File: src/cdr_cfg_pkg.sv
package cdr_cfg_pkg;

  // oversamples delivered per unit interval
  localparam int SAMPLES_PER_UI = 8;

  // sample index within one word
  localparam int IDX_W = $clog2(SAMPLES_PER_UI);

  // fractional phase bits below the index
  // these set the loop integration depth
  localparam int FRAC_W = 8;

  // whole phase code, index on top of fraction
  localparam int CODE_W = IDX_W + FRAC_W;

  // code after reset
  // index 0, zero fraction
  localparam logic [CODE_W-1:0] CODE_RESET = '0;

endpackage

File: src/cdr_types_pkg.sv
package cdr_types_pkg;

  import cdr_cfg_pkg::*;

  // one oversampled unit interval from the front end
  typedef struct packed {
    logic                      valid;
    logic [SAMPLES_PER_UI-1:0] samples;
  } rx_word_t;

  // edge and data bit picked from the window
  typedef struct packed {
    logic valid;
    logic edge_bit;
    logic data_bit;
  } sample_pair_t;

  // detector output, up and dn exclusive
  typedef struct packed {
    logic valid;
    logic up;
    logic dn;
  } pd_result_t;

  // block vote from the voter
  typedef struct packed {
    logic valid;
    logic up;
    logic dn;
  } vote_t;

  // split view of the phase code
  typedef struct packed {
    logic [IDX_W-1:0]  idx;
    logic [FRAC_W-1:0] frac;
  } phase_fields_t;

  // raw for the accumulator, fields for the picker
  typedef union packed {
    logic [CODE_W-1:0] raw;
    phase_fields_t     fields;
  } phase_code_u;

endpackage

File: src/phase_picker.sv
`timescale 1ns/1ps

module phase_picker
  import cdr_cfg_pkg::*;
  import cdr_types_pkg::*;
(
  input  logic         PI_CLK_OUT,
  input  logic         reset,
  input  rx_word_t     rx,
  input  phase_code_u  code,
  output sample_pair_t pair
);

  // window spans two words
  localparam int WIN_W = 2 * SAMPLES_PER_UI;
  localparam int POS_W = IDX_W + 1;

  // data sample sits half a UI after the edge
  localparam logic [POS_W-1:0] HALF_UI = POS_W'(SAMPLES_PER_UI / 2);

  // last accepted word
  logic [SAMPLES_PER_UI-1:0] prev_word;

  logic [WIN_W-1:0] window;
  logic [POS_W-1:0] edge_pos;
  logic [POS_W-1:0] data_pos;

  // previous word low, current word high
  assign window = {rx.samples, prev_word};

  // only the index field steers the pick
  assign edge_pos = {1'b0, code.fields.idx};
  assign data_pos = edge_pos + HALF_UI;

  always_ff @(posedge PI_CLK_OUT) begin
    if (reset) begin
      pair.valid <= 1'b0;
      prev_word  <= '0;
    end else begin
      // strobe follows rx by one cycle
      pair.valid <= rx.valid;
      if (rx.valid) begin
        prev_word <= rx.samples;
      end
    end
  end

  // payload only moves on a valid word
  always_ff @(posedge PI_CLK_OUT) begin
    if (rx.valid) begin
      pair.edge_bit <= window[edge_pos];
      pair.data_bit <= window[data_pos];
    end
  end

endmodule

File: src/bang_bang_pd.sv
`timescale 1ns/1ps

module bang_bang_pd
  import cdr_types_pkg::*;
(
  input  logic         PI_CLK_OUT,
  input  logic         reset,
  input  sample_pair_t pair,
  output pd_result_t   result
);

  // data bit of the previous pair
  logic d0;
  // set once a first pair has been seen
  logic have_prev;

  logic d1;
  logic e;
  logic transition;
  logic late;
  logic early;

  assign d1 = pair.data_bit;
  assign e  = pair.edge_bit;

  // no transition means no phase information
  assign transition = have_prev && (d0 != d1);

  // edge already shows the new bit
  // so the sampling clock is behind
  assign late = transition && (e == d1);

  // edge still shows the old bit
  assign early = transition && (e != d1);

  always_ff @(posedge PI_CLK_OUT) begin
    if (reset) begin
      have_prev <= 1'b0;
      d0        <= 1'b0;
    end else if (pair.valid) begin
      have_prev <= 1'b1;
      d0        <= d1;
    end
  end

  always_ff @(posedge PI_CLK_OUT) begin
    if (reset) begin
      result <= '0;
    end else begin
      // one result strobe per pair
      // decision may be empty
      result.valid <= pair.valid;
      if (pair.valid) begin
        result.up <= early;
        result.dn <= late;
      end else begin
        result.up <= 1'b0;
        result.dn <= 1'b0;
      end
    end
  end

endmodule

File: src/box_car_voter.sv
`timescale 1ns/1ps

module box_car_voter
  import cdr_types_pkg::*;
#(
  parameter int NUMBER_SAMPLES = 4
) (
  input  logic       PI_CLK_OUT,
  input  logic       reset,
  input  pd_result_t result,
  output vote_t      vote
);

  // counter must hold NUMBER_SAMPLES-1
  localparam int CNT_W = (NUMBER_SAMPLES > 1) ? $clog2(NUMBER_SAMPLES) : 1;
  // sum ranges over +/- NUMBER_SAMPLES
  localparam int SUM_W = $clog2(NUMBER_SAMPLES + 1) + 1;

  logic [CNT_W-1:0]        count;
  logic signed [SUM_W-1:0] sum;
  logic signed [SUM_W-1:0] sum_next;
  logic                    last;

  // running up minus dn including this result
  always_comb begin
    sum_next = sum;
    if (result.up) begin
      sum_next = sum + SUM_W'(1);
    end else if (result.dn) begin
      sum_next = sum - SUM_W'(1);
    end
  end

  // final result of the current block
  assign last = (count == CNT_W'(NUMBER_SAMPLES - 1));

  always_ff @(posedge PI_CLK_OUT) begin
    if (reset) begin
      count <= '0;
      sum   <= '0;
      vote  <= '0;
    end else begin
      vote.valid <= 1'b0;
      vote.up    <= 1'b0;
      vote.dn    <= 1'b0;
      if (result.valid) begin
        if (last) begin
          // majority decides, a tie gives no vote
          vote.valid <= 1'b1;
          vote.up    <= (sum_next > 0);
          vote.dn    <= (sum_next < 0);
          count      <= '0;
          sum        <= '0;
        end else begin
          count <= count + CNT_W'(1);
          sum   <= sum_next;
        end
      end
    end
  end

endmodule

File: src/digital_loop_filter.sv
`timescale 1ns/1ps

module digital_loop_filter
  import cdr_cfg_pkg::*;
  import cdr_types_pkg::*;
#(
  parameter int STEP = 32
) (
  input  logic        PI_CLK_OUT,
  input  logic        reset,
  input  vote_t       vote,
  output phase_code_u code
);

  // increment per vote in raw code units
  localparam logic [CODE_W-1:0] STEP_RAW = CODE_W'(STEP);

  logic [CODE_W-1:0] raw_next;

  // wrapping add or subtract on the raw view
  // carries out of the top simply drop
  always_comb begin
    raw_next = code.raw;
    if (vote.valid) begin
      if (vote.up) begin
        raw_next = code.raw + STEP_RAW;
      end else if (vote.dn) begin
        raw_next = code.raw - STEP_RAW;
      end
    end
  end

  // fraction integrates, idx moves only
  // after enough votes in one direction
  always_ff @(posedge PI_CLK_OUT) begin
    if (reset) begin
      code.raw <= CODE_RESET;
    end else begin
      code.raw <= raw_next;
    end
  end

endmodule

File: src/cdr_loop.sv
`timescale 1ns/1ps

module cdr_loop
  import cdr_types_pkg::*;
#(
  parameter int NUMBER_SAMPLES = 4,
  parameter int STEP           = 32
) (
  input  logic        PI_CLK_OUT,
  input  logic        reset,
  input  rx_word_t    rx,
  output logic        dout,
  output logic        dout_valid,
  output phase_code_u phase_code
);

  sample_pair_t pair;
  pd_result_t   result;
  vote_t        vote;

  // picker stands in for the phase interpolator
  phase_picker u_picker (
    .PI_CLK_OUT (PI_CLK_OUT),
    .reset      (reset),
    .rx         (rx),
    .code       (phase_code),
    .pair       (pair)
  );

  // alexander early/late
  bang_bang_pd u_pd (
    .PI_CLK_OUT (PI_CLK_OUT),
    .reset      (reset),
    .pair       (pair),
    .result     (result)
  );

  // block majority over NUMBER_SAMPLES results
  box_car_voter #(
    .NUMBER_SAMPLES (NUMBER_SAMPLES)
  ) u_voter (
    .PI_CLK_OUT (PI_CLK_OUT),
    .reset      (reset),
    .result     (result),
    .vote       (vote)
  );

  // code feeds back to the picker
  digital_loop_filter #(
    .STEP (STEP)
  ) u_filter (
    .PI_CLK_OUT (PI_CLK_OUT),
    .reset      (reset),
    .vote       (vote),
    .code       (phase_code)
  );

  // recovered bit is the picked data sample
  assign dout       = pair.data_bit;
  assign dout_valid = pair.valid;

endmodule

File: config.mk
export PLATFORM = sky130hd
export DESIGN_NAME = cdr_loop
export DESIGN_NICKNAME = d
export VERILOG_FILES = /design/src/cdr_cfg_pkg.sv /design/src/cdr_types_pkg.sv /design/src/phase_picker.sv /design/src/bang_bang_pd.sv /design/src/box_car_voter.sv /design/src/digital_loop_filter.sv /design/src/cdr_loop.sv
export SDC_FILE = /design/constraint.sdc
export NUM_CORES = 1
export LEC_CHECK = 0
export BUFFER_PORTS_ARGS = -buffer_cell sky130_fd_sc_hd__buf_2
export CAP_MARGIN = 20
export CORE_AREA = 5 5 61 63
export CTS_BUF_LIST = sky130_fd_sc_hd__clkbuf_4 sky130_fd_sc_hd__clkbuf_8
export CTS_CLUSTER_DIAMETER = 80
export DETAILED_ROUTE_END_ITERATION = 8
export DIE_AREA = 0 0 66 68
export PLACE_DENSITY = 0.78
export SLEW_MARGIN = 5
export SYNTH_ARGS = -nofsm -noshare
export SYNTH_HDL_FRONTEND = slang
export SYNTH_HIERARCHICAL = 1
export SYNTH_SLANG_ARGS = --single-unit
File: constraint.sdc
create_clock -name PI_CLK_OUT -period 5.2 [get_ports PI_CLK_OUT]
set_input_delay 0 -clock PI_CLK_OUT [delete_from_list [all_inputs] [get_ports PI_CLK_OUT]]
set_output_delay 0 -clock PI_CLK_OUT [all_outputs]
set_load 0.05 [all_outputs]
Word-level counts from Yosys, hierarchy flattened. Index checks and enable logic that the tools add are counted.

Input port bits: 11. Register bits: 36. Bits in writable memories: 0. Memories kept: 0. Bits in read-only memories: 0. Latch bits: 0.

Shifts and indexed selects: 0. Equal/unequal tests: 4. Reduce and logical (&&, ||, !) cells: 8. Multiplexer cells: 11. $mul: 0. Bitwise logic cells: 3. Add/sub/neg operators: 6. Divide/modulo/power cells: 0. $lt $le $gt $ge: 4.

Operator list (number): $mux W11 (2); $mux W4 (3); $add A11 B6 Y11 const B (1); $sub A11 B6 Y11 const B (1); $lt A3 B5 Y1 const B (1); $lt A4 B5 Y1 const B (1); $add A3 B3 Y4 const B (1); $add A4 B2 Y4 const B (1); $bmux W1 S4 (1); $gt A4 B1 Y1 const B (1); $lt A4 B1 Y1 const B (1); $reduce_or A2 Y1 (2); $sub A4 B2 Y4 const B (1); $bmux W1 S3 (1); $logic_and A1 B1 Y1 (3); $mux W3 (1); $not A1 Y1 (3); $reduce_or A3 Y1 (1); $add A2 B1 Y2 const B (1); $eq A2 B2 Y1 const B (1); $mux W1 (2); $mux W2 (1); $ne A1 B1 Y1 (2); $reduce_and A2 Y1 (1); other kinds (2) (2).

Logic depth before layout (Yosys ltp). Gate-level depths: netlist of the first run.

Depth in word-level cells: 5. Mapped depth: 7. Depth with buffers taken out: 7.

By module. The synthesis of the first run kept the hierarchy.

By module, submodules not included: box_car_voter (area each 501.7 µm², cells each 59, times used 1); phase_picker (area each 493.0 µm², cells each 36, times used 1); digital_loop_filter (area each 421.7 µm², cells each 46, times used 1); bang_bang_pd (area each 177.7 µm², cells each 17, times used 1).

Worst setup path before layout of the first run. OpenSTA, ideal clock, no wires.

Path kind: flip-flop to flip-flop. From: register u_filter/code[8] in the netlist's numbering. To: register u_filter/code[10] in the netlist's numbering. Library setup time: 0.066 ns. Period minus slack after synthesis: 1.891 ns. Arrival: 1.825 ns. Path buffers: 0. Path slack: 3.309 ns. Data required time: 5.134 ns. Stages on the path, launching flop included: 7. Path through: dfxtp_1 ha_1 a21o_2 a21oi_1 nand3_1 a21o_1 a21oi_2.

Word-level cells in the longest chain between the ends: 3.

Ends and longest elaborated chain: from (decl) (RTL line digital_loop_filter.sv:12) `output phase_code_u code`; $sub A11 B6 Y11 (RTL line digital_loop_filter.sv:28) `raw_next = code.raw - STEP_RAW;`; $mux W11 (RTL line digital_loop_filter.sv:27) `end else if (vote.dn) begin`; $mux W11 (*) (RTL line digital_loop_filter.sv:25) `if (vote.up) begin`.

Mark *: on every way between the ends. The rest lies on a longest branch, timed or not. The select of a mux whose other input is x is not followed. A chain may end at the register's enable or synchronous reset.

Final worst setup path of the first run.
From: register, netlist name u_voter/vote[1]. To: register u_filter/code[10] in the netlist's numbering.

Word-level cells in the longest chain between the ends: 2.

Ends and longest elaborated chain: $reduce_bool A2 Y1 (no line); $reduce_and A2 Y1 (no line).

Parallel ways exist; a longest one is shown, timed or not.

==> metrics.csv, run 1 <==
metric,value,unit
vias in the first global route,1277,
grt total ovfl,0,
final worst slack,3280,ps
largest cells by area after synthesis,"dfxtp_1 (36%), mux2i_1 (8.8%), mux4_1 (6.6%), nor2_1 (6.4%), ha_1 (5.5%)",
post-layout util,58.4,%
CP endpoint kind,register,
CP Data Arrival Time,2180,ps
Worst VDD drop,174,uV
port bufs,18,
largest net degree at the start of global routing,28,
# Post-CTS Setup Buffers,0,
R2R Path Start,u_voter/vote[1],
pre-CTS setup slack,3390,ps
Max Clock Skew,3.10,ps
CTS tree,yes,
Max-cap violations,0,
"most common cell after layout, fill and taps aside",dfxtp_1,
H-tree Lvls,2,
post-synth top area share,36.4,%
Async SR Flop Fraction,0,%
Most used DFF post-synth,dfxtp_1,
CP startpoint,u_voter/vote[1],
Die Y,68,um
PD cells,264,mW/mm^2
CTS Buf Count,5,
largest area contributor in the netlist,dfxtp_1,
CP Class,register to register,
fin. max-slew vios,0,
R2R Setup Slk,3280,ps
Worst-path clk slew,100,ps
Layout area overhead,16.6,%
WP data required,5460,ps
row count,21,
Synth Cell Area,0.00159,mm^2
dpl hpwl,2220,um
R2R Path End,u_filter/code[10],
Worst-Skew Late Latency,320,ps
GRT Overall Usage,15.3,%
via count,1227,
Final Hold Violating Endpoints,0,
setup TNS,0,ps
status,"finished, final reports clean",
Remaining DRCs,0,
"EDFF count, synth",2,
die area,0.00449,mm^2
cell count after synthesis,158,
Non-Filler Instances,232,
routed len/inst,13.4,um
Nets,204,
RSZ-0062 raised after global routing,no,
crit path capture,u_filter/code[10],
crit-path cells,"inv_1, ha_1, a21o_2, a21oi_1, nand3_1, a21o_1, a21oi_2",
final setup fails,0,
YS warnings,6,
Crit Path Max Fanout,6,
"Slowest-stage cell, CP",dfxtp_1,
WL final,3110,um
Pleak,0.836,nW
drt first-iter violations,44,
initial antenna violation count,0,
Vias/cell,5.29,
most frequent cells in the layout,"dfxtp_1 (29), nor2_1 (27), buf_2 (18), mux2i_1 (14)",
Yosys reg bits,31,
CP max stage delay,390,ps
Placed Cells,216,
minimum clock period,1920,ps
Root Driver,clkbuf_4,
Synth cell types,41,
# hold bufs at CTS,7,
buffer depth of the longest clock path,2,
Final ANT Viol Nets,0,
layout cells sized above 1,18.8,%
CTS resizes,0,
post-synthesis sequential area ratio,40.2,%
Tcrit/Tclk final,36.9,%
global-route wire length before repair,5310,um
Worst R2R Path Depth,7,
Worst setup SP type,register,
clock sink total,31,
total power,0.490,mW
# diodes,0,
fillers,254,
routability cong.,0.869,
die width,66,um
Core ar.,0.00318,mm^2
Initial Utilization,50.1,%
Hold WC Path Type,primary input to register,
FMAX,522,MHz
"Avg Cell Area, Syn",10.1,um^2
Detailed Routing Iterations Pass 1,4,
I/O pin total,24,
## synth_stat cells (2+ instances only)
| cell | number |
|---|---|
| or3b_1 | 3 |
| nand4_1 | 2 |
| edfxtp_1 | 2 |
| buf_4 | 5 |
| xor2_1 | 2 |
| nand3_1 | 4 |
| mux2i_1 | 14 |
| ha_1 | 7 |
| xnor2_1 | 3 |
| nor2_1 | 27 |
| mux4_1 | 4 |
| nand2_1 | 4 |
| a21oi_1 | 8 |
| mux2_2 | 2 |
| o21ai_2 | 2 |
| nand3b_1 | 4 |
| dfxtp_1 | 29 |
| a21o_2 | 2 |
| nor2b_1 | 4 |
| nand2b_1 | 2 |
| a31oi_1 | 2 |
| inv_1 | 3 |
| a21o_1 | 3 |
| clkbuf_1 | 3 |
## how the worst min path moves through the flow
stage,startpoint,end,slack [ps],cells past startpoint
after floorplan,reset,u_filter/code[10],60,1
after global placement,rx[6],u_picker/prev_word[6],240,3
after detailed placement,rx[6],u_picker/prev_word[6],240,3
after CTS,rx[2],u_picker/prev_word[2],4,3
after global routing,rx[8],u_picker/pair[0],60,1
final,rx[8],u_picker/pair[0],70,1
## final cells by class
class / instances / area [um^2] / share of cell area [%]
timing repair buffer: 26 / 170 / 9.16
clock inverter: 2 / 35.0 / 1.89
multi-input combinational: 118 / 892 / 48.0
clock buffer: 6 / 51.3 / 2.76
inverter: 3 / 11.3 / 0.606
sequential: 31 / 641 / 34.5
tap: 46 / 57.6 / 3.10
## critical path: cells and delay by family (launching register included)
kind	cells	cell delay [ps]
compound gates	4	790
fa+ha+maj	1	390
buf+inv	1	150
flops	1	390
simple gates	1	140
## routing by layer
metal  vias up  GRT usage (%)  part of all wire [%]
li1        612              -                     -
met1       570           16.0                    40
met3        11           4.43                   4.3
met2        34           28.8                    53
met4         0           5.84                   2.4
met5         -              0                     0
## per-stage QoR
step           area, um^2  hold slack (ps)
4_1_cts              1850             4.03
5_1_grt              1860             59.6
2_1_floorplan        1610             62.4
3_5_place_dp         1690              244
6_report             1860             69.7
3_3_place_gp         1690              237
## cell families after synthesis
| logic type | count (synthesis) | synth area share, % |
|---|---|---|
| xor gates and xnor gates | 5 | 2.75 |
| buffers and inverters | 13 | 4.79 |
| adders and majority gates | 8 | 6.75 |
| AOI/OAI and AO/OA | 23 | 9.97 |
| DFF | 31 | 40.2 |
| other | 1 | 0.235 |
| and+or+nand+nor | 57 | 18.5 |
| muxes | 20 | 16.8 |
## sequential cells by signal, summed over array words and instances (netlist names)
register            cells
u_picker/prev_word      8
u_filter/code           6
u_voter/sum             4
u_pd/result             3
u_picker/pair           3
u_voter/vote            3
u_voter/count           2
u_pd/d0                 1
u_pd/have_prev          1
## report_power, final
group	total, mW	switching, mW	internal (mW)	leakage (nW)
logic	0.0415	0.0240	0.0174	0.531
clock network	0.195	0.0818	0.114	0.0482
registers	0.253	0.00616	0.247	0.257
total	0.490	0.112	0.378	0.836
(Power assumes the default switching activity.)
==> inputs of run 2 (changes only) <==
- PLACE_DENSITY: 0.78 -> 0.8
- clock period: 5.2 -> 1.7 ns (I/O delays scaled with it)
==> run 2 against run 1 <==
Compared with the run above:
- combinational power grew to 3.1 times the previous value
- highest routed layer unchanged
- sequential power rose to 3.1 times the previous value
- maximum frequency up 19%
- via count grew 0.49%
- cell count up 0.86%
- clock power rose to 2.6 times the previous value
- non-clock buffer count grew 2
- hold slack worse by 13 ps
- utilization up 0.71 points
- worst setup slack got worse by 3200 ps
- largest power group unchanged
==> metrics.csv, run 2 (synthesis gave the netlist of run 1 again) <==
metric,value,unit
DR top layer,met4,
row count,21,
"Slowest-stage cell, CP",fa_1,
CTS tree,yes,
Final Hold Violating Endpoints,0,
status,"finished, final reports clean",
Worst-Skew Late Latency,330,ps
post-layout util,59.1,%
crit path capture,u_filter/code[9],
Detailed Routing Iterations Pass 1,4,
layout cells sized above 1,23.4,%
CP Class,register to register,
Remaining DRCs,0,
Worst-path clk slew,90,ps
final worst slack,84.8,ps
CTS Buf Count,5,
WL final,3000,um
minimum clock period,1620,ps
RSZ-0062 raised after global routing,yes,
Final Cell Area,0.00188,mm^2
dpl cell area,0.00171,mm^2
dpl hpwl,2090,um
worst hold path cell count,1,
Crit Path Max Fanout,6,
pre-CTS setup slack,-66.0,ps
"most common cell after layout, fill and taps aside",nor2_1,
Tcrit/Tclk final,95.0,%
final setup fails,0,
R2R Path End,u_filter/code[9],
CP max stage delay,460,ps
crit-path cells,"inv_4, fa_1, a21o_1, a21oi_1, xnor2_1, mux2i_1, nor2_1",
R2R Setup Slk,80,ps
die area,0.00449,mm^2
fin. max-slew vios,0,
I/O pin total,24,
Worst setup SP type,register,
routability cong.,0.893,
GRT Overall Usage,15.1,%
die width,66,um
Nets,206,
routed len/inst,12.8,um
Core ar.,0.00318,mm^2
# diodes,0,
H-tree Lvls,2,
initial antenna violation count,0,
Hold WC Path Type,primary input to register,
port bufs,18,
Initial Utilization,50.1,%
top flop regs,"u_picker/prev_word (8), u_filter/code (6), u_voter/sum (4)",
largest net degree at the start of global routing,28,
Max Clock Skew,8.12,ps
PD cells,743,mW/mm^2
Layout area overhead,18.0,%
Largest Register,u_picker/prev_word,
FMAX,619,MHz
vias in the first global route,1207,
setup TNS,0,ps
CP startpoint,u_voter/vote[1],
via count,1233,
Pleak,0.845,nW
CP Data Arrival Time,1820,ps
Worst R2R Path Depth,7,
Final ANT Viol Nets,0,
max FFs per register,8,
Root Driver,clkbuf_4,
# Post-CTS Setup Buffers,0,
Vias/cell,5.27,
drt first-iter violations,26,
Worst VDD drop,527,uV
Die Y,68,um
total power,1.40,mW
DR WL met3,106,um
metal2 WL,1610,um
fillers,272,
global-route wire length before repair,5100,um
grt total ovfl,0,
R2R Path Start,u_voter/vote[1],
clock sink total,31,
WP data required,1900,ps
CP endpoint kind,register,
metal1 wirelength,1200,um
Max-cap violations,0,
buffer depth of the longest clock path,2,
most frequent cells in the layout,"nor2_1 (27), dfxtp_1 (24), buf_2 (18), mux2i_1 (14)",
-- run 2: stage by stage --
| stage | hold slack, ps | std cells |
|---|---|---|
| final | 56.2 | 234 |
| after global routing | 34.6 | 234 |
| after CTS | 41.4 | 234 |
| after detailed placement | 244 | 218 |
| after global placement | 235 | 218 |
| after floorplan | 55.1 | 162 |
-- run 2: worst min path at each step --
stage | startpoint | end | slack (ps)
floorplan | reset | u_filter/code[10] | 60
global placement | rx[7] | u_picker/prev_word[7] | 240
detailed placement | rx[4] | u_picker/prev_word[4] | 240
CTS | rx[8] | u_picker/pair[0] | 40
global route | rx[8] | u_picker/pair[0] | 30
finish | rx[8] | u_picker/pair[0] | 60
-- run 2: final cells by class --
type	count	area, um^2	area share (%)
Sequential cell	31	647	34.4
Inverter	3	13.8	0.732
Tap cell	46	57.6	3.06
Timing Repair Buffer	28	185	9.85
Clock buffer	8	72.6	3.86
Multi-Input combinational cell	118	905	48.1
-- run 2: routing by layer --
layer	vias up	GRT usage (%)
li1	610	-
met1	585	14.6
met2	30	27.9
met3	8	4.60
met4	0	9.90
met5	-	0
-- run 2: worst max-delay path: cells and delay by family (launching register included) --
kind	cells	cell delay (ps)
buffers and inverters	1	60
adders and majority gates	1	460
DFF	1	370
AOI/OAI and AO/OA	2	340
and+or+nand+nor	1	50
muxes	1	130
xor gates and xnor gates	1	80
-- run 2: report_power, final --
group	switching (mW)	total [mW]	internal [mW]
Clock	0.239	0.498	0.259
Sequential	0.0171	0.773	0.756
Combinational	0.0738	0.127	0.0535
Total	0.330	1.40	1.07
-- run 2: repair_timing --
| item | in CTS | in global routing |
|---|---|---|
| pin swaps | 0 | 2 |
| endpoints found under the hold margin | 8 | 0 |
| gates cloned | 0 | 0 |
| endpoints found under the setup margin | 1 | 2 |
| hold buffers | 8 | 0 |
| gates resized for setup | 2 | 2 |
